## config.mk

```make
export PLATFORM = sky130hd
export DESIGN_NAME = fetch_top
export DESIGN_NICKNAME = d
export VERILOG_FILES = /design/src/verilog/mips_fetch_pkg.sv /design/src/verilog/pc.sv /design/src/verilog/fetch_unit.sv /design/src/verilog/instr_queue.sv /design/src/verilog/jump_resolver.sv /design/src/verilog/fetch_top.sv
export SDC_FILE = /design/constraint.sdc
export NUM_CORES = 1
export LEC_CHECK = 0
export BUFFER_PORTS_ARGS = -buffer_cell sky130_fd_sc_hd__buf_2
export CAP_MARGIN = 0
export CORE_MARGIN = 5
export CORE_UTILIZATION = 40
export DETAILED_ROUTE_END_ITERATION = 8
export GPL_TIMING_DRIVEN = 0
export MAX_ROUTING_LAYER = met4
export PLACE_DENSITY_LB_ADDON = 0.15
export SYNTH_ARGS = -nofsm -noshare
export SYNTH_HDL_FRONTEND = slang
export SYNTH_SLANG_ARGS = --single-unit
```

## constraint.sdc

```tcl
create_clock -name clk -period 5.28 [get_ports clk]
set_input_delay 1.056 -clock clk [delete_from_list [all_inputs] [get_ports clk]]
set_output_delay 1.056 -clock clk [all_outputs]
set_load 0.03 [all_outputs]
```

## src/verilog/mips_fetch_pkg.sv

```systemverilog
`default_nettype none

package mips_fetch_pkg;

  // A byte address or PC value.
  typedef logic [31:0] size_t;
  // One 32-bit MIPS instruction word.
  typedef logic [31:0] instr_t;
  // The major opcode field in bits 31 to 26 of a word.
  typedef logic [5:0] opcode_t;

  // Execution starts here once reset is released.
  localparam size_t RESET_VECTOR = 32'hBFC00000;
  // Major opcode of the unconditional jump J.
  localparam opcode_t OPCODE_J = 6'b000010;

  // Number of address and word pairs the instruction queue can hold.
  localparam int QUEUE_DEPTH = 4;
  // Pointer and occupancy widths that follow from the queue depth.
  localparam int QUEUE_PTR_W = $clog2(QUEUE_DEPTH);
  localparam int QUEUE_CNT_W = $clog2(QUEUE_DEPTH + 1);

  // Fetch unit FSM. The _DROP states wait for the ack to fall after req is lowered.
  typedef enum logic [2:0] {START, REQ, WAIT_DROP, PUSH, PUSH_DROP, STEP} fetch_state_t;

  // Jump resolver FSM.
  typedef enum logic [2:0] {TAKE, RETIRE, RETIRE_DROP, REDIRECT, RELEASE} resolve_state_t;

endpackage

`default_nettype wire

```

## src/verilog/pc.sv

```systemverilog
`timescale 1ns/1ns
`default_nettype none

module pc (
  input  logic                 clk,
  // Level-sensitive synchronous reset. The PC reads 0 from the first edge that sees it high.
  input  logic                 reset,
  // One iteration of the PC happens on every rising edge with wen high.
  input  logic                 wen,
  // Flags a branch. The target on pc_i is taken one iteration after this one.
  input  logic                 b_cond_met,
  // Branch target, sampled only when b_cond_met is high.
  input  mips_fetch_pkg::size_t pc_i,
  output mips_fetch_pkg::size_t pc_o
);

  import mips_fetch_pkg::*;

  size_t pc_q;
  // Target captured on a flagged iteration, waiting for the next one.
  size_t branch_q;
  // Set when the previous iteration flagged a branch.
  logic  sel_branch_q;
  // Previous value of reset, used to spot its release.
  logic  reset_q;

  assign pc_o = pc_q;

  always_ff @(posedge clk) begin
    reset_q <= reset;
  end

  always_ff @(posedge clk) begin
    if (reset) begin
      // Everything is cleared while reset is held.
      pc_q         <= '0;
      branch_q     <= '0;
      sel_branch_q <= 1'b0;
    end else if (reset_q) begin
      // First edge after release.
      // The PC jumps straight to the reset vector so the first fetch goes there.
      pc_q         <= RESET_VECTOR;
      branch_q     <= '0;
      sel_branch_q <= 1'b0;
    end else if (wen) begin
      // A branch flagged last time wins over the sequential step.
      // This is what gives the one-word delay before the target shows up.
      if (sel_branch_q) begin
        pc_q <= branch_q;
      end else begin
        pc_q <= pc_q + size_t'(4);
      end
      // The target is only captured when a branch is flagged.
      // Otherwise the old one is kept, though it will not be selected.
      if (b_cond_met) begin
        branch_q <= pc_i;
      end
      sel_branch_q <= b_cond_met;
    end
  end

endmodule

`default_nettype wire

```

## src/verilog/fetch_unit.sv

```systemverilog
`timescale 1ns/1ns
`default_nettype none

module fetch_unit (
  input  logic                   clk,
  input  logic                   reset,
  // Instruction memory port. This side is the requester.
  output logic                   imem_req,
  output mips_fetch_pkg::size_t  imem_addr,
  input  logic                   imem_ack,
  input  mips_fetch_pkg::instr_t imem_data,
  // Push side towards the instruction queue.
  output logic                   push_req,
  output mips_fetch_pkg::size_t  push_pc,
  output mips_fetch_pkg::instr_t push_instr,
  input  logic                   push_ack,
  // Redirect requests from the jump resolver.
  input  logic                   jump_req,
  input  mips_fetch_pkg::size_t  jump_target,
  output logic                   jump_ack
);

  import mips_fetch_pkg::*;

  fetch_state_t state;
  // Word returned by the memory, held until the queue has taken it.
  instr_t       instr_q;
  size_t        pc_o;
  logic         wen;
  logic         b_cond_met;

  // The PC only moves in STEP, so it stays stable through both handshakes.
  // It therefore serves as the memory address and as the pushed address.
  assign imem_addr  = pc_o;
  assign push_pc    = pc_o;
  assign push_instr = instr_q;

  // STEP is a single cycle and always iterates the PC.
  assign wen = (state == STEP);
  // A pending redirect is folded into that iteration as a branch.
  assign b_cond_met = (state == STEP) && jump_req && !jump_ack;

  pc pc_inst (
    .clk        (clk),
    .reset      (reset),
    .wen        (wen),
    .b_cond_met (b_cond_met),
    .pc_i       (jump_target),
    .pc_o       (pc_o)
  );

  // Latch the fetched word when the memory acknowledges.
  always_ff @(posedge clk) begin
    if (state == REQ && imem_ack) begin
      instr_q <= imem_data;
    end
  end

  always_ff @(posedge clk) begin
    if (reset) begin
      state    <= START;
      imem_req <= 1'b0;
      push_req <= 1'b0;
      jump_ack <= 1'b0;
    end else begin
      // The redirect ack is released once the resolver lowers its request.
      if (jump_ack && !jump_req) begin
        jump_ack <= 1'b0;
      end
      case (state)
        START: begin
          // The PC loads the reset vector on this same edge.
          imem_req <= 1'b1;
          state    <= REQ;
        end
        REQ: begin
          if (imem_ack) begin
            imem_req <= 1'b0;
            state    <= WAIT_DROP;
          end
        end
        WAIT_DROP: begin
          // No push is offered until the memory has closed its side.
          if (!imem_ack) begin
            push_req <= 1'b1;
            state    <= PUSH;
          end
        end
        PUSH: begin
          // A full queue keeps push_ack low and holds us here.
          if (push_ack) begin
            push_req <= 1'b0;
            state    <= PUSH_DROP;
          end
        end
        PUSH_DROP: begin
          if (!push_ack) begin
            state <= STEP;
          end
        end
        STEP: begin
          if (b_cond_met) begin
            jump_ack <= 1'b1;
          end
          // The new PC value appears together with the next request.
          imem_req <= 1'b1;
          state    <= REQ;
        end
        default: begin
          state <= START;
        end
      endcase
    end
  end

endmodule

`default_nettype wire

```

## src/verilog/instr_queue.sv

```systemverilog
`timescale 1ns/1ns
`default_nettype none

module instr_queue (
  input  logic                   clk,
  input  logic                   reset,
  // Push side. The fetch unit requests and this queue answers.
  input  logic                   push_req,
  input  mips_fetch_pkg::size_t  push_pc,
  input  mips_fetch_pkg::instr_t push_instr,
  output logic                   push_ack,
  // Pop side. This queue requests and the jump resolver answers.
  output logic                   pop_req,
  output mips_fetch_pkg::size_t  pop_pc,
  output mips_fetch_pkg::instr_t pop_instr,
  input  logic                   pop_ack
);

  import mips_fetch_pkg::*;

  size_t                  mem_pc    [QUEUE_DEPTH];
  instr_t                 mem_instr [QUEUE_DEPTH];
  logic [QUEUE_PTR_W-1:0] wr_ptr;
  logic [QUEUE_PTR_W-1:0] rd_ptr;
  logic [QUEUE_CNT_W-1:0] count;
  logic                   do_push;
  logic                   do_pop;

  // An entry is stored only if there is room. Otherwise push_ack stays low.
  assign do_push = push_req && !push_ack && (count < QUEUE_CNT_W'(QUEUE_DEPTH));
  // The head leaves when the resolver acknowledges it.
  assign do_pop  = pop_req && pop_ack;

  // The head is shown directly and only changes when it is removed.
  assign pop_pc    = mem_pc[rd_ptr];
  assign pop_instr = mem_instr[rd_ptr];

  always_ff @(posedge clk) begin
    if (do_push) begin
      mem_pc[wr_ptr]    <= push_pc;
      mem_instr[wr_ptr] <= push_instr;
    end
  end

  always_ff @(posedge clk) begin
    if (reset) begin
      wr_ptr   <= '0;
      rd_ptr   <= '0;
      count    <= '0;
      push_ack <= 1'b0;
      pop_req  <= 1'b0;
    end else begin
      if (do_push) begin
        push_ack <= 1'b1;
        if (wr_ptr == QUEUE_PTR_W'(QUEUE_DEPTH - 1)) begin
          wr_ptr <= '0;
        end else begin
          wr_ptr <= wr_ptr + 1'b1;
        end
      end else if (push_ack && !push_req) begin
        push_ack <= 1'b0;
      end

      // A new offer waits until the previous pop_ack has fallen.
      if (do_pop) begin
        pop_req <= 1'b0;
        if (rd_ptr == QUEUE_PTR_W'(QUEUE_DEPTH - 1)) begin
          rd_ptr <= '0;
        end else begin
          rd_ptr <= rd_ptr + 1'b1;
        end
      end else if (!pop_req && !pop_ack && count != '0) begin
        pop_req <= 1'b1;
      end

      // Push and pop can land on the same edge and cancel out.
      case ({do_push, do_pop})
        2'b10:   count <= count + 1'b1;
        2'b01:   count <= count - 1'b1;
        default: count <= count;
      endcase
    end
  end

endmodule

`default_nettype wire

```

## src/verilog/jump_resolver.sv

```systemverilog
`timescale 1ns/1ns
`default_nettype none

module jump_resolver (
  input  logic                   clk,
  input  logic                   reset,
  // Entries offered by the instruction queue.
  input  logic                   pop_req,
  input  mips_fetch_pkg::size_t  pop_pc,
  input  mips_fetch_pkg::instr_t pop_instr,
  output logic                   pop_ack,
  // Redirect towards the fetch unit.
  output logic                   jump_req,
  output mips_fetch_pkg::size_t  jump_target,
  input  logic                   jump_ack,
  // Retired instructions in program order.
  output logic                   retire_req,
  output mips_fetch_pkg::size_t  retire_pc,
  output mips_fetch_pkg::instr_t retire_instr,
  input  logic                   retire_ack
);

  import mips_fetch_pkg::*;

  resolve_state_t state;
  size_t          cur_pc;
  instr_t         cur_instr;
  opcode_t        cur_op;
  size_t          cur_pc_plus4;
  size_t          target_calc;
  // The entry being retired is the delay slot of a jump.
  logic           in_slot;
  // Entries are discarded until the one at jump_target shows up.
  logic           dropping;
  logic           take;
  logic           load_target;

  assign retire_pc    = cur_pc;
  assign retire_instr = cur_instr;

  assign cur_op       = cur_instr[31:26];
  assign cur_pc_plus4 = cur_pc + size_t'(4);
  // J keeps the region bits of the delay slot address and replaces the rest.
  assign target_calc  = {cur_pc_plus4[31:28], cur_instr[25:0], 2'b00};

  assign take = (state == TAKE) && pop_req && !pop_ack;
  // A J found in a delay slot is not acted on.
  assign load_target = (state == RETIRE_DROP) && !retire_ack && !in_slot &&
                       (cur_op == OPCODE_J);

  always_ff @(posedge clk) begin
    if (take) begin
      cur_pc    <= pop_pc;
      cur_instr <= pop_instr;
    end
    if (load_target) begin
      jump_target <= target_calc;
    end
  end

  always_ff @(posedge clk) begin
    if (reset) begin
      state      <= TAKE;
      pop_ack    <= 1'b0;
      jump_req   <= 1'b0;
      retire_req <= 1'b0;
      in_slot    <= 1'b0;
      dropping   <= 1'b0;
    end else begin
      // The queue lowers pop_req after the removal, then pop_ack follows.
      if (pop_ack && !pop_req) begin
        pop_ack <= 1'b0;
      end
      case (state)
        TAKE: begin
          if (take) begin
            pop_ack <= 1'b1;
            // A wrong-path entry is acknowledged and thrown away here.
            if (!dropping || pop_pc == jump_target) begin
              dropping   <= 1'b0;
              retire_req <= 1'b1;
              state      <= RETIRE;
            end
          end
        end
        RETIRE: begin
          if (retire_ack) begin
            retire_req <= 1'b0;
            state      <= RETIRE_DROP;
          end
        end
        RETIRE_DROP: begin
          if (!retire_ack) begin
            if (in_slot) begin
              // The delay slot is done. Anything up to the target is stale.
              in_slot  <= 1'b0;
              dropping <= 1'b1;
              state    <= TAKE;
            end else if (load_target) begin
              jump_req <= 1'b1;
              state    <= REDIRECT;
            end else begin
              state <= TAKE;
            end
          end
        end
        REDIRECT: begin
          if (jump_ack) begin
            jump_req <= 1'b0;
            state    <= RELEASE;
          end
        end
        RELEASE: begin
          // The next entry taken is the delay slot.
          if (!jump_ack) begin
            in_slot <= 1'b1;
            state   <= TAKE;
          end
        end
        default: begin
          state <= TAKE;
        end
      endcase
    end
  end

endmodule

`default_nettype wire

```

## src/verilog/fetch_top.sv

```systemverilog
`timescale 1ns/1ns
`default_nettype none

module fetch_top (
  input  logic                   clk,
  input  logic                   reset,
  // External instruction memory.
  output logic                   imem_req,
  output mips_fetch_pkg::size_t  imem_addr,
  input  logic                   imem_ack,
  input  mips_fetch_pkg::instr_t imem_data,
  // Retired instructions in program order.
  output logic                   retire_req,
  output mips_fetch_pkg::size_t  retire_pc,
  output mips_fetch_pkg::instr_t retire_instr,
  input  logic                   retire_ack
);

  import mips_fetch_pkg::*;

  // Fetch unit to queue.
  logic   push_req;
  size_t  push_pc;
  instr_t push_instr;
  logic   push_ack;
  // Queue to jump resolver.
  logic   pop_req;
  size_t  pop_pc;
  instr_t pop_instr;
  logic   pop_ack;
  // Jump resolver back to the fetch unit.
  logic   jump_req;
  size_t  jump_target;
  logic   jump_ack;

  fetch_unit fetch_unit_inst (
    .clk         (clk),
    .reset       (reset),
    .imem_req    (imem_req),
    .imem_addr   (imem_addr),
    .imem_ack    (imem_ack),
    .imem_data   (imem_data),
    .push_req    (push_req),
    .push_pc     (push_pc),
    .push_instr  (push_instr),
    .push_ack    (push_ack),
    .jump_req    (jump_req),
    .jump_target (jump_target),
    .jump_ack    (jump_ack)
  );

  // Decouples fetching from retirement so fetching can run ahead.
  instr_queue instr_queue_inst (
    .clk        (clk),
    .reset      (reset),
    .push_req   (push_req),
    .push_pc    (push_pc),
    .push_instr (push_instr),
    .push_ack   (push_ack),
    .pop_req    (pop_req),
    .pop_pc     (pop_pc),
    .pop_instr  (pop_instr),
    .pop_ack    (pop_ack)
  );

  jump_resolver jump_resolver_inst (
    .clk          (clk),
    .reset        (reset),
    .pop_req      (pop_req),
    .pop_pc       (pop_pc),
    .pop_instr    (pop_instr),
    .pop_ack      (pop_ack),
    .jump_req     (jump_req),
    .jump_target  (jump_target),
    .jump_ack     (jump_ack),
    .retire_req   (retire_req),
    .retire_pc    (retire_pc),
    .retire_instr (retire_instr),
    .retire_ack   (retire_ack)
  );

endmodule

`default_nettype wire

```

# After elaboration in Yosys (flattened, before gate mapping)
# Memories as Yosys holds them, arrays and structs flattened. A register that Yosys moved wholly into a read port is not among the register bits.
# Cells that the tools add are included.
[totals]
regBits = 181
ramBits = 256
input_bits = 36
out_inout_bits = 98
wordCells = 164
mem_count = 2
[op_classes]
addsub = 6
magnitude_cmp = 1
eq_ne = 28
mux = 54
n_reduce_logical = 50
[mem_list]
columns = ["memory", "words", "word_bits", "rd", "rd_clocked_by_memory_dff", "wr", "line", "rtl"]
rows = [
  ["instr_queue_inst.mem_instr", 4, 32, 1, 1, 1, "instr_queue.sv:22", "instr_t mem_instr [QUEUE_DEPTH];"],
  ["instr_queue_inst.mem_pc", 4, 32, 1, 1, 1, "instr_queue.sv:21", "size_t mem_pc [QUEUE_DEPTH];"],
]
[ops]
columns = ["operator", "count"]
rows = [
  ["32-bit two-way mux", 3],
  ["32-bit by 3-bit adder with 32-bit output, second input constant", 2],
  ["3-bit two-way mux", 11],
  ["32-bit equality test", 1],
  ["3-bit case mux with 5 select lines", 2],
  ["1-bit two-way mux", 26],
  ["2-bit inequality test, second input constant", 9],
  ["2-bit nonzero test", 9],
  ["1-bit logical AND", 16],
  ["3-bit by 2-bit equality test with 1-bit output, second input constant", 4],
  ["1-bit case mux with 2 select lines", 6],
  ["2-bit two-way mux", 5],
  ["5-bit AND reduction", 2],
  ["3-bit equality test, second input constant", 3],
  ["1-bit logical NOT", 9],
  ["2-bit by 1-bit inequality test with 1-bit output, second input constant", 4],
  ["4-bit AND reduction", 2],
  ["2-bit equality test, second input constant", 3],
  ["3-bit by 1-bit equality test with 1-bit output, second input constant", 2],
  ["6-bit by 2-bit equality test with 1-bit output, second input constant", 1],
  ["3-bit logical NOT", 2],
  ["3-bit case mux with 2 select lines", 1],
  ["3-bit AND reduction", 2],
  ["6-bit AND reduction", 1],
  ["9 further kinds", 13],
]

# Logic depth before layout (Yosys ltp)
# Gate-level depths: netlist of the first run.
[logic_depth]
depth_word = 8
mapped_depth = 9
depth_no_buf = 9

# Modules after synthesis
# Synthesis of the first run repeated with hierarchy kept, for this count alone.
[unflattened]
hier_cells = 1117
area_unflattened_um2 = 18378.9
[modules_own_cells]
columns = ["module", "n_inst", "cells_each", "area_each_um2", "seq_area_each_um2"]
rows = [
  ["instr_queue", 1, 390, 9834.4, 7907.6],
  ["jump_resolver", 1, 211, 3732.3, 2982.9],
  ["pc", 1, 417, 3309.4, 1321.3],
  ["fetch_unit", 1, 99, 1502.7, 1081.0],
]

# Worst setup path after synthesis of the first run
# Ideal clock, no wire load.
[synth_path]
kind = "register -> register"
startpoint = "reg jump_resolver_inst.state[2]"
endpoint = "reg jump_resolver_inst.state[1]"
setup_ns = 0.072
arrival_ns = 4.603
required_time_ns = 5.208
setup_slack_ns = 0.604
stages_incl_launch_ff = 9
path_buffers = 1
period_less_slack_ns = 4.676
path_cell_list = "dfxtp_1 > clkbuf_1 > or3_1 > nor2_1 > nand3_1 > nor4_1 > nand3_1 > a21oi_2 > mux2i_1"
[synth_via]
elab_cells_between_ends = 21
classes_between = "eq/ne (10); mux (4); reduce/logical (7)"
[synth_rtl]
columns = ["item", "line", "rtl"]
rows = [
  ["start: declaration", "jump_resolver.sv:25", "resolve_state_t state;"],
  ["start signal: assignment", "jump_resolver.sv:63", "state <= TAKE;"],
  ["start signal: assignment", "jump_resolver.sv:82", "state <= RETIRE;"],
  ["start signal: assignment", "jump_resolver.sv:89", "state <= RETIRE_DROP;"],
  ["3-bit logical NOT", "jump_resolver.sv:46", "assign take = (state == TAKE) && pop_req && !pop_ack;"],
  ["1-bit logical AND (2 in a row)", "jump_resolver.sv:46", ""],
  ["net jump_resolver_inst.take", "jump_resolver.sv:35", "logic take;"],
  ["2-bit by 1-bit inequality test with 1-bit output (no source line)", "--", ""],
  ["6-bit AND reduction (no source line)", "--", ""],
]
# The timed path passes the listed nets, and every way through them passes these cells. The select of a mux whose other input is x is not followed.
# A chain may end at the register's enable or synchronous reset.

==> reports/metrics.cfg, run 1 <==
[die]
fp.dieH_um=219.7
initial_core_util=0.4065
dieArea_mm2=0.04826
num_io_pins=134
placementRows=76
fp.dieW_um=219.7
core_area_mm2=0.04327

[logic_synthesis]
syn_area_per_cell_um2=16.78
yosys.cell_types.count=58
synth_edf_count=382
syn-instance-count=1048
syn_nets=1092
synth-main-ff-cell=edfxtp_1
syn-cell-area_mm2=0.01759
ys_ff_latch=471
yosysWarnings=0
ys_seq_area_frac=0.7535
synthArstFlopShare=0

[power]
clkPwrFrac=0.420
p_switching_uw=1582
leakage_uw=0.006637
pwr-share-seq=0.547
sw_frac_of_total=0.2111
intPower_uw=5913
ir_drop_mv=0.2582
p_per_area_mw_per_mm2=363.5
p_total_uw=7495
p_comb_frac=0.033

[clocking]
cts-htree-levels=2
clock_latency_ns=0.57
cts-buffers-inserted=49
postCtsSetupBuffers=0
cts.sinks=471
post_cts_resized=0
cts-hold-fix-buffers=0
root_buffer=clkbuf_16
cts.clk_slew.worst_paths_ns=0.06
tritoncts=built
clock_path_buffers=3

[cells_and_area]
antenna-diode-count=0
nFillCells=3709
layout.nets=1283
ff_latch_area_mm2=0.01325
multi_input_area_mm2=0.004101
fin_area_mm2=0.02062
drive_gt1_frac=0.2254
fin_cells=1863
area_growth_pct=17.24

[min_path]
min_path_type=register to register

[sta]
finClkSkew_ns=0.02096
finalHoldViolCount=0
max_clock_freq_mhz=292.3
slew_viol_final=0
worstMarginPinSlew_ns=0.9524
rsz0062_at_grt=false
finalCritPeriodShare=0.6480
finalCriticalPeriod_ns=3.421
setup_viol=0
maxSlewHeadroom=0.3602

[route]
vias=9498
firstDrtPassIters=5
drc=0
routed_wl_um=40650
via_per_inst=5.098
drt-wirelength-per-cell_um=21.82
drtAntennaViolNets=0
first_iter_violations=696

[setup_path]
cp-start-kind=register
path_class=register to register
worst-path-buf-inv=1
crit_slowest_cell=buf_1
critPathRequiredTime_ns=5.78
cp-end-kind=register
crit_arrival_ns=3.92
path_cells=buf_1 > mux4_2 > xnor2_1 > nand4_1 > nor4_1 > nand3_1 > a21oi_2 > mux2i_1
cpPeakStageDelay_ns=0.69
crit_fanout=10
cpLargestDelayFamily=simple AND/OR/NAND/NOR gates

[global_routing]
grt_pass1_wl_um=60590
grt_start_max_net_pins=43
grt.total_usage=0.1744
grt_antenna_before_repair=0
gr-total-overflow=0
grt_pass1_vias=9523

[flow_run]
drv_cap=0

[placed_design]
portBuffers=133
place_inst=1773
dp_hpwl_um=27880
postPlaceCellArea_mm2=0.01917
routabilityCongestion=0.8666

[outcome]
status=completed

## layout make-up
class | count | area share
Sequential cell | 471 | 0.6427
Buffer | 48 | 0.01007
Timing Repair Buffer | 140 | 0.04017
Inverter | 14 | 0.002548
Clock inverter | 26 | 0.007463
Multi-Input combinational cell | 515 | 0.1989
Clock buffer | 64 | 0.06268
Tap cell | 585 | 0.03550
## final timing paths
kind,from,endpoint,slack (ns),depth (start not counted)
hold reg to reg,jump_resolver_inst.retire_instr[10],jump_resolver_inst.jump_target[12],0.45,0
hold / removal,jump_resolver_inst.retire_instr[10],jump_resolver_inst.jump_target[12],0.45,0
setup reg to reg,register,jump_resolver_inst.state[1],1.86,8
setup / recovery,register,jump_resolver_inst.state[1],1.86,8
## cells by family after synthesis
group	after synthesis	share of synthesized area
muxes	74	0.08764
AOI/OAI and AO/OA	140	0.04944
xor gates and xnor gates	37	0.01842
and+or+nand+nor	256	0.07007
adders and majority gates	8	0.006118
buffers and inverters	62	0.01480
DFF	471	0.7535
## state kept, by name, indices dropped and copies added (netlist names), 2 cells and up, named ones only
register,cells
instr_queue_inst.mem_instr,128
instr_queue_inst.mem_pc,128
fetch_unit_inst.pc_inst.pc_o,32
fetch_unit_inst.push_instr,32
jump_resolver_inst.retire_instr,32
jump_resolver_inst.retire_pc,32
fetch_unit_inst.pc_inst.branch_q,30
jump_resolver_inst.jump_target,30
fetch_unit_inst.state,3
instr_queue_inst.count,3
jump_resolver_inst.state,3
instr_queue_inst.rd_ptr,2
instr_queue_inst.wr_ptr,2
## synth_stat cells, drive strengths merged, types with 2 or more instances
cell type	number	area (um^2)
mux4	64	1441
nor3b	5	37.54
nor2b	2	12.51
nand3	15	75.07
mux2i	10	100.1
a2111oi	2	17.52
nand4	18	112.6
xnor2	30	262.8
edfxtp	382	11470
a21o	2	15.01
nor4	8	71.32
nand2b	3	18.77
nor3	21	105.1
inv	13	48.80
a31oi	8	50.05
and3	15	93.84
clkbuf	33	123.9
o221ai	5	43.79
o22a	5	43.79
or2	2	12.51
dfxtp	89	1782
a22o	2	17.52
o21a	2	15.01
a21boi	2	15.01
or4	3	22.52
a22oi	2	15.01
nand2	87	326.6
ha	7	87.58
a211oi	5	37.54
a311oi	2	17.52
o21ai	15	75.07
and2	6	37.54
xor2	7	61.31
buf	15	83.82
o21bai	2	15.01
or3	6	37.54
a21oi	70	354.1
a221oi	10	87.58
nor2	60	225.2
## routing by layer
metal,track usage,vias up,share of wire
li1,-,4472,-
met1,0.2404,4685,0.45
met2,0.2699,270,0.47
met3,0.02706,71,0.052
met4,0.05575,0,0.026
met5,-,-,0
## layout by cell type (no fill, tap or decap), types with 3 or more instances in the layout
| cell | count |
|---|---|
| clkinvlp_4 | 3 |
| inv_1 | 13 |
| nor3b_1 | 5 |
| o21ai_0 | 15 |
| a211oi_1 | 5 |
| ha_1 | 7 |
| buf_16 | 3 |
| buf_4 | 3 |
| clkinv_2 | 7 |
| and2_4 | 4 |
| buf_1 | 9 |
| nor2_1 | 58 |
| clkbuf_16 | 49 |
| edfxtp_1 | 382 |
| buf_2 | 134 |
| mux2i_1 | 10 |
| or3_1 | 6 |
| clkinv_1 | 14 |
| or4_1 | 3 |
| xor2_1 | 7 |
| o22a_1 | 5 |
| nand3_1 | 15 |
| nand2b_1 | 3 |
| clkbuf_1 | 47 |
| dfxtp_1 | 89 |
| xnor2_1 | 30 |
| nor3_1 | 21 |
| nor4_1 | 6 |
| nand2_1 | 87 |
| buf_12 | 4 |
| a31oi_1 | 8 |
| o221ai_1 | 5 |
| a21oi_1 | 69 |
| a221oi_1 | 10 |
| and3_1 | 14 |
| mux4_2 | 64 |
| nand4_1 | 18 |
## worst register-to-register path: stages, from the launching register on
cell	delay [ns]
dfxtp_1	0.52
buf_1	0.69
mux4_2	0.45
xnor2_1	0.36
nand4_1	0.19
nor4_1	0.33
nand3_1	0.32
a21oi_2	0.29
mux2i_1	0.20
## power groups by stage
stage                     clock, uW  combinational, uW  sequential [uW]
after CTS                      3230                252             4100
after detailed placement          0                251             4180
final                          3150                247             4100
after global routing           3380                268             4110
after floorplan                   0                111             4220
after global placement            0                236             4190
## metrics by stage
step,utilization,setup WS [ns],hold slack [ns],setup TNS [ns]
3_3_place_gp,0.4388,-2.436,0.4276,-61.91
4_1_cts,0.4766,1.767,0.4493,0
2_1_floorplan,-,0.6045,0.4320,0
6_report,0.4766,1.859,0.4512,0
3_5_place_dp,0.4432,1.803,0.4344,0
5_1_grt,0.4766,1.646,0.4637,0
Power figures use the tool's default switching activity.
==> inputs of run 2 (changes only) <==
==> constraint.sdc (replaced) <==
create_clock -name clk -period 2.7 [get_ports clk]
set_input_delay 0.54 -clock clk [delete_from_list [all_inputs] [get_ports clk]]
set_output_delay 0.54 -clock clk [all_outputs]
set_load 0.03 [all_outputs]
==> run 2 against run 1 <==
Effect of this change:
- the run now ends with setup timing left
- routed wire length grew 2.4%
- cell count grew 1.2%
- hold slack lost 0.35 ns
- via count grew 2.3%
- fmax grew 26%
- register-to-register slack lost 1.9 ns
- sequential power grew 96%
- critical path depth grew 1
- clock skew grew 0.0019 ns
- count of clock-buffer cells in the layout shrank 3
- worst setup slack lost 1.9 ns
- critical endpoint unchanged
- largest cell class unchanged
==> reports/metrics.cfg, run 2 (synthesis gave the netlist of run 1 again) <==
[power]
p_total_uw=14640  ; +95%
leakage_uw=0.006894  ; +3.9%
ir_drop_mv=0.4266  ; +65%
p_per_area_mw_per_mm2=696.3  ; +92%

[clocking]
cts-hold-fix-buffers=0  ; unchanged
cts-buffers-inserted=49  ; unchanged
clock_latency_ns=0.58  ; about the same
cts-htree-levels=2  ; unchanged
cts.sinks=471  ; unchanged
root_buffer=clkbuf_16
clock_path_buffers=3  ; unchanged
tritoncts=built
cts.clk_slew.worst_paths_ns=0.06  ; about the same

[sta]
worstMarginPinSlew_ns=0.9444  ; -0.008008 ns
finalCritPeriodShare=1.007  ; +0.3590
maxSlewHeadroom=0.3655  ; +0.005380
setup_viol=1  ; +1
max_clock_freq_mhz=367.8  ; +26%
rsz0062_at_grt=true
timing.hold.ws_ns=0.1050  ; -0.3462 ns
finClkSkew_ns=0.02290  ; +0.001948 ns
finalCriticalPeriod_ns=2.719  ; -0.7026 ns
fin_ws_ns=-0.01886  ; -1.877 ns
slew_viol_final=0  ; unchanged
finalHoldViolCount=0  ; unchanged

[min_path]
min-delay-start=reset
min_path_type=input pin to register

[cells_and_area]
antenna-diode-count=0  ; unchanged
layout.nets=1305  ; +1.7%
nFillCells=3719  ; +0.27%
drive_gt1_frac=0.2621  ; +0.03675
area_growth_pct=19.56
ff_latch_area_mm2=0.01326  ; about the same
layout_common_cells=382 x edfxtp_1, 134 x buf_2, 87 x nand2_1, 87 x dfxtp_1, 69 x a21oi_1
reg_top3=instr_queue_inst.mem_instr x128, instr_queue_inst.mem_pc x128
fin_cells=1886  ; +1.2%
multi_input_area_mm2=0.004274  ; +4.2%
final_common_cell=edfxtp_1
fin_area_mm2=0.02103  ; +2.0%

[global_routing]
grt_antenna_before_repair=0  ; unchanged
grt_pass1_vias=9669  ; +1.5%
grt_start_max_net_pins=38  ; -12%
gr-total-overflow=0  ; unchanged
grt_pass1_wl_um=61400  ; +1.3%
grt.total_usage=0.1764  ; +0.001992

[placed_design]
place_inst=1773  ; unchanged
pre_cts_ws_ns=-0.8825  ; -2.686 ns
dp_hpwl_um=28000  ; +0.47%
portBuffers=133  ; unchanged
postPlaceCellArea_mm2=0.01919  ; about the same
routabilityCongestion=0.8765  ; +1.1%

[route]
drt-wirelength-per-cell_um=22.07  ; +1.2%
firstDrtPassIters=5  ; unchanged
vias=9718  ; +2.3%
first_iter_violations=655  ; -5.9%
via_per_inst=5.153  ; +1.1%
drc=0  ; unchanged
drtAntennaViolNets=0  ; unchanged
routed_wl_um=41630  ; +2.4%

[die]
fp.dieW_um=219.7  ; unchanged
core_area_mm2=0.04327  ; unchanged
dieArea_mm2=0.04826  ; unchanged
initial_core_util=0.4065  ; unchanged
num_io_pins=134  ; unchanged
placementRows=76  ; unchanged
fp.dieH_um=219.7  ; unchanged

[setup_path]
critPathRequiredTime_ns=3.20  ; -2.58 ns
cp-start-kind=register
cp-end-kind=register
crit_arrival_ns=3.22  ; -0.70 ns
path_class=register to register
crit_fanout=7  ; -3

[outcome]
status=complete, but fails checks
violations=setup timing

[flow_run]
drv_cap=0  ; unchanged

-- run 2: cell types whose count changed in the layout (fill, tap and decap cells not counted), moves of 5 or more --
| cell | before | now |
|---|---|---|
| xnor2_2 | 0 | 9 |
| clkbuf_1 | 47 | 42 |
| xnor2_1 | 30 | 19 |
| buf_4 | 3 | 23 |
| clkinv_2 | 7 | 15 |
-- run 2: what timing repair did --
action,in CTS,in global routing
pin swaps,8,10
buffers inserted,6,13
gates cloned,1,2
resized for setup,30,12
endpoints found under the setup margin,5,19
-- run 2: stage by stage --
stage,TNS (ns),utilization
finish,-0.01886,0.4860
floorplan,-0.06725,-
CTS,0,0.4816
global route,-0.1015,0.4860
global placement,-185.31,0.4392
detailed placement,-3.276,0.4435
-- run 2: area by class of cell --
cell class,count,area share
clock inverter,30,0.007140
timing repair buffer,161,0.04891
inverter,14,0.002499
buffer,48,0.01214
multi-input combinational,516,0.2032
clock buffer,61,0.06093
tap,585,0.03481
sequential,471,0.6303
-- run 2: path summary, 6_finish.rpt --
kind                                                     endpoint  slack (ns)  cells past startpoint
worst min register to register  jump_resolver_inst.jump_target[4]        0.45                      0
worst min-delay path              fetch_unit_inst.pc_inst.reset_q        0.11                      1
worst max-delay path                  jump_resolver_inst.state[1]       -0.02                      9
worst max register to register        jump_resolver_inst.state[1]       -0.02                      9
-- run 2: routing by layer --
layer,GRT usage,part of all wire,vias to the layer above
met2,0.2815,0.49,280
li1,-,-,4517
met4,0.04951,0.019,0
met1,0.2373,0.44,4861
met3,0.02954,0.054,60
met5,-,0,-
-- run 2: worst max-delay path, stage by stage (launching register included) --
cell	delay (ns)
dfxtp_2	0.34
buf_12	0.15
buf_12	0.13
mux4_2	0.55
xnor2_2	0.20
nand4_1	0.26
nor4_4	0.37
nand3_2	0.23
a21oi_4	0.22
mux2i_1	0.18
-- run 2: power breakdown --
| group | leakage (uW) | total, uW | internal, uW | switching [uW] |
|---|---|---|---|---|
| Sequential | 0.00416 | 8030 | 7940 | 89.7 |
| Combinational | 0.00203 | 509 | 179 | 330 |
| Clock | 0.000708 | 6110 | 3360 | 2740 |
==> inputs of run 3 (changes only) <==
--- a/config.mk
+++ b/config.mk
@@ -5,6 +5,7 @@
 export SDC_FILE = /design/constraint.sdc
 export NUM_CORES = 1
 export LEC_CHECK = 0
+export ABC_AREA = 1
 export BUFFER_PORTS_ARGS = -buffer_cell sky130_fd_sc_hd__buf_2
 export CAP_MARGIN = 0
 export CORE_MARGIN = 5
==> run 3 against run 2 <==
Effect of this change:
- the run now ends clean
- count of clock-buffer cells in the layout shrank 1
- hold slack gained 0.023 ns
- first-iteration DRC count grew 40%
- cell count grew 28%
- synthesized cell count grew 50%
- synthesized area grew 4.5%
- via count grew 25%
- utilization shrank 0.80 points
- routed wire length grew 17%
- highest routed layer unchanged
==> reports/metrics.cfg, run 3 <==
[logic_synthesis]
ys_top_cells_by_count=382 x edfxtp_1, 305 x nand2_1, 130 x nor2_1
yosys.cell_types.count=43  ; -26%
syn-cell-area_mm2=0.01837  ; +4.5%
synth_mux_area_frac=0  ; -0.08764
yosysWarnings=0  ; unchanged
ys_seq_area_frac=0.7213  ; -0.03217
synthSimpleGateAreaFrac=0.1387  ; +0.06858
synth_edf_count=382  ; unchanged
synthArstFlopShare=0  ; unchanged
syn_nets=1613  ; +48%
syn-instance-count=1569  ; +50%
ys_ff_latch=471  ; unchanged
synth-main-ff-cell=edfxtp_1
synth-xor-area-share=0.007151  ; -0.01127
synth_compound_area_frac=0.08124  ; +0.03180
syn_area_per_cell_um2=11.71  ; -30%
synth_area_leader_cell=edfxtp_1
synth_most_common_cell=edfxtp_1
synth_adder_area_share=0.005857  ; -0.0002612
synth_top_family_by_area=simple AND/OR/NAND/NOR gates
synth_top_cell_area_share=0.6244  ; -0.02785
synthTopCellsByArea=edfxtp_1 62%, dfxtp_1 9.7%, nand2_1 6.2%

[sta]
maxSlewHeadroom=0.3773  ; +0.01174
worstMarginPinSlew_ns=0.9319  ; -0.01255 ns
rsz0062_at_grt=false
finalHoldViolCount=0  ; unchanged
finalCriticalPeriod_ns=2.456  ; -0.2629 ns
timing.hold.ws_ns=0.1277  ; +0.02269 ns
setup_viol=0  ; -1
fin_ws_ns=0.2440  ; +0.2629 ns
slew_viol_final=0  ; unchanged
finalCritPeriodShare=0.9096  ; -0.09736
finClkSkew_ns=0.01015  ; -0.01275 ns
max_clock_freq_mhz=407.2  ; +11%

[cells_and_area]
final_core_util=0.4780  ; -0.008034
fin_cells=2407  ; +28%
layout_common_cells=382 x edfxtp_1, 305 x nand2_1, 145 x buf_2
layout.nets=1810  ; +39%
fin_area_mm2=0.02169  ; +3.2%
nFillCells=4139  ; +11%
antenna-diode-count=0  ; unchanged
area_growth_pct=18.07
drive_gt1_frac=0.1494  ; -0.1127
final_common_cell=edfxtp_1
reg_top3=instr_queue_inst.mem_instr x128, instr_queue_inst.mem_pc x128

[power]
p_per_area_mw_per_mm2=776.4  ; +12%
clkPwrFrac=0.391  ; -0.026
pwr-share-seq=0.513  ; -0.035
leakage_uw=0.008166  ; +18%
ir_drop_mv=0.4788  ; +12%
p_comb_frac=0.095  ; +0.060
intPower_uw=12610  ; +9.9%
sw_frac_of_total=0.2510  ; +0.03515
p_switching_uw=4228  ; +34%

[route]
first_iter_violations=919  ; +40%
routed_wl_um=48530  ; +17%
drtAntennaViolNets=0  ; unchanged
drt-wirelength-per-cell_um=20.16  ; -8.6%
via_per_inst=5.032  ; -2.3%
vias=12110  ; +25%
drc=0  ; unchanged
firstDrtPassIters=7  ; +2

[setup_path]
cp-end-kind=register
cp-start-kind=register
path_class=register to register
rrSetupSlack_ns=0.24  ; +0.26 ns
r2r_cells=18  ; +9
timing.rr.end=jump_resolver_inst.dropping
crit_arrival_ns=2.98  ; -0.24 ns
critPathRequiredTime_ns=3.22  ; +0.02 ns
crit_fanout=10  ; +3

[clocking]
tritoncts=built
post_cts_resized=1  ; -97%
root_buffer=clkbuf_16
cts.sinks=471  ; unchanged
postCtsSetupBuffers=0  ; -6
cts-buffers-inserted=49  ; unchanged
cts.clk_slew.worst_paths_ns=0.06  ; about the same
cts-hold-fix-buffers=0  ; unchanged
clock_path_buffers=3  ; unchanged
cts-htree-levels=2  ; unchanged
clock_latency_ns=0.58  ; about the same

[min_path]
min-delay-start=imem_data[8]
worst_hold_path.endpoint=fetch_unit_inst.push_instr[8]
holdPathStages=1  ; unchanged
min_path_type=input pin to register

[placed_design]
dp_hpwl_um=34330  ; +23%
postPlaceCellArea_mm2=0.02012  ; +4.9%
pre_cts_ws_ns=-0.4410  ; +0.4416 ns
place_inst=2315  ; +31%
portBuffers=133  ; unchanged
routabilityCongestion=0.8926  ; +1.8%

[global_routing]
grt_start_max_net_pins=33  ; -13%
grt_pass1_vias=11800  ; +22%
gr-total-overflow=0  ; unchanged
grt_antenna_before_repair=0  ; unchanged
grt_pass1_wl_um=72310  ; +18%
grt.total_usage=0.1957  ; +0.01929

[die]
num_io_pins=134  ; unchanged
initial_core_util=0.4049  ; -0.001654
placementRows=78  ; +2.6%
dieArea_mm2=0.05032  ; +4.3%
fp.dieW_um=224.3  ; +2.1%
fp.dieH_um=224.3  ; +2.1%
core_area_mm2=0.04538  ; +4.9%

[outcome]
status=completed

[flow_run]
drv_cap=0  ; unchanged

-- run 3: power groups by stage --
stage	registers (uW)	clock network [uW]	logic [uW]
floorplan	8940	0	835
global placement	8820	0	1520
detailed placement	8800	0	1630
CTS	8650	6720	1630
global route	8690	7060	1790
finish	8650	6590	1610
-- run 3: worst max-delay path, cell delays in order (launching register included) --
cell and delay, ns:
dfxtp_1 0.33, inv_2 0.20, buf_2 0.31, nand2_1 0.09, nand3_1 0.08, nand2_1 0.07, nand2_1 0.18, nand2_1 0.09
clkinv_1 0.05, nand2_1 0.05, nor2_1 0.15, nand2_1 0.08, nor2_1 0.13, nand2_1 0.14, nand2_2 0.16, nand3_1 0.10
nand2_1 0.07, inv_1 0.03, nor2_1 0.08
-- run 3: stage by stage --
stage	TNS, ns	power (uW)
2_1_floorplan	-27.09	9778
5_1_grt	0	17540
3_5_place_dp	-13.24	10430
3_3_place_gp	-497.66	10340
6_report	0	16840
4_1_cts	0	17010
-- run 3: cell type report --
cell class	instances	area, um^2	area share
plain buffers	64	322.8	0.01488
well taps	600	750.7	0.03461
flip-flops and latches	471	13250	0.6109
multi-input cells	896	4324	0.1993
repair buffers	146	955.9	0.04407
clock buffers	60	1319	0.06079
clock inverters	32	245.2	0.01131
inverters	138	521.8	0.02405
-- run 3: metal layers --
layer	GRT usage	wire (um)	vias up
li1	-	-	5902
met1	0.2594	21420	5748
met2	0.3126	22860	376
met3	0.02741	2621	86
met4	0.06836	1633	0
met5	-	0	-
-- run 3: worst max-delay path by stage --
stage	endpoint	slack (ns)	cells past startpoint
2_1_floorplan	instr_queue_inst.mem_instr[3][0]	-0.11	3
3_3_place_gp	instr_queue_inst.mem_pc[2][7]	-1.81	3
3_5_place_dp	jump_resolver_inst.state[1]	-0.44	10
4_1_cts	jump_resolver_inst.dropping	0.18	18
5_1_grt	jump_resolver_inst.dropping	0.01	18
6_report	jump_resolver_inst.dropping	0.24	18
-- run 3: kinds of logic after synthesis --
family	count (synthesis)
AND/OR/NAND/NOR	602
XOR/XNOR	15
AO/OA/AOI/OAI	271
flip-flops	471
buffers and inverters	202
adder cells (fa/ha/maj)	8
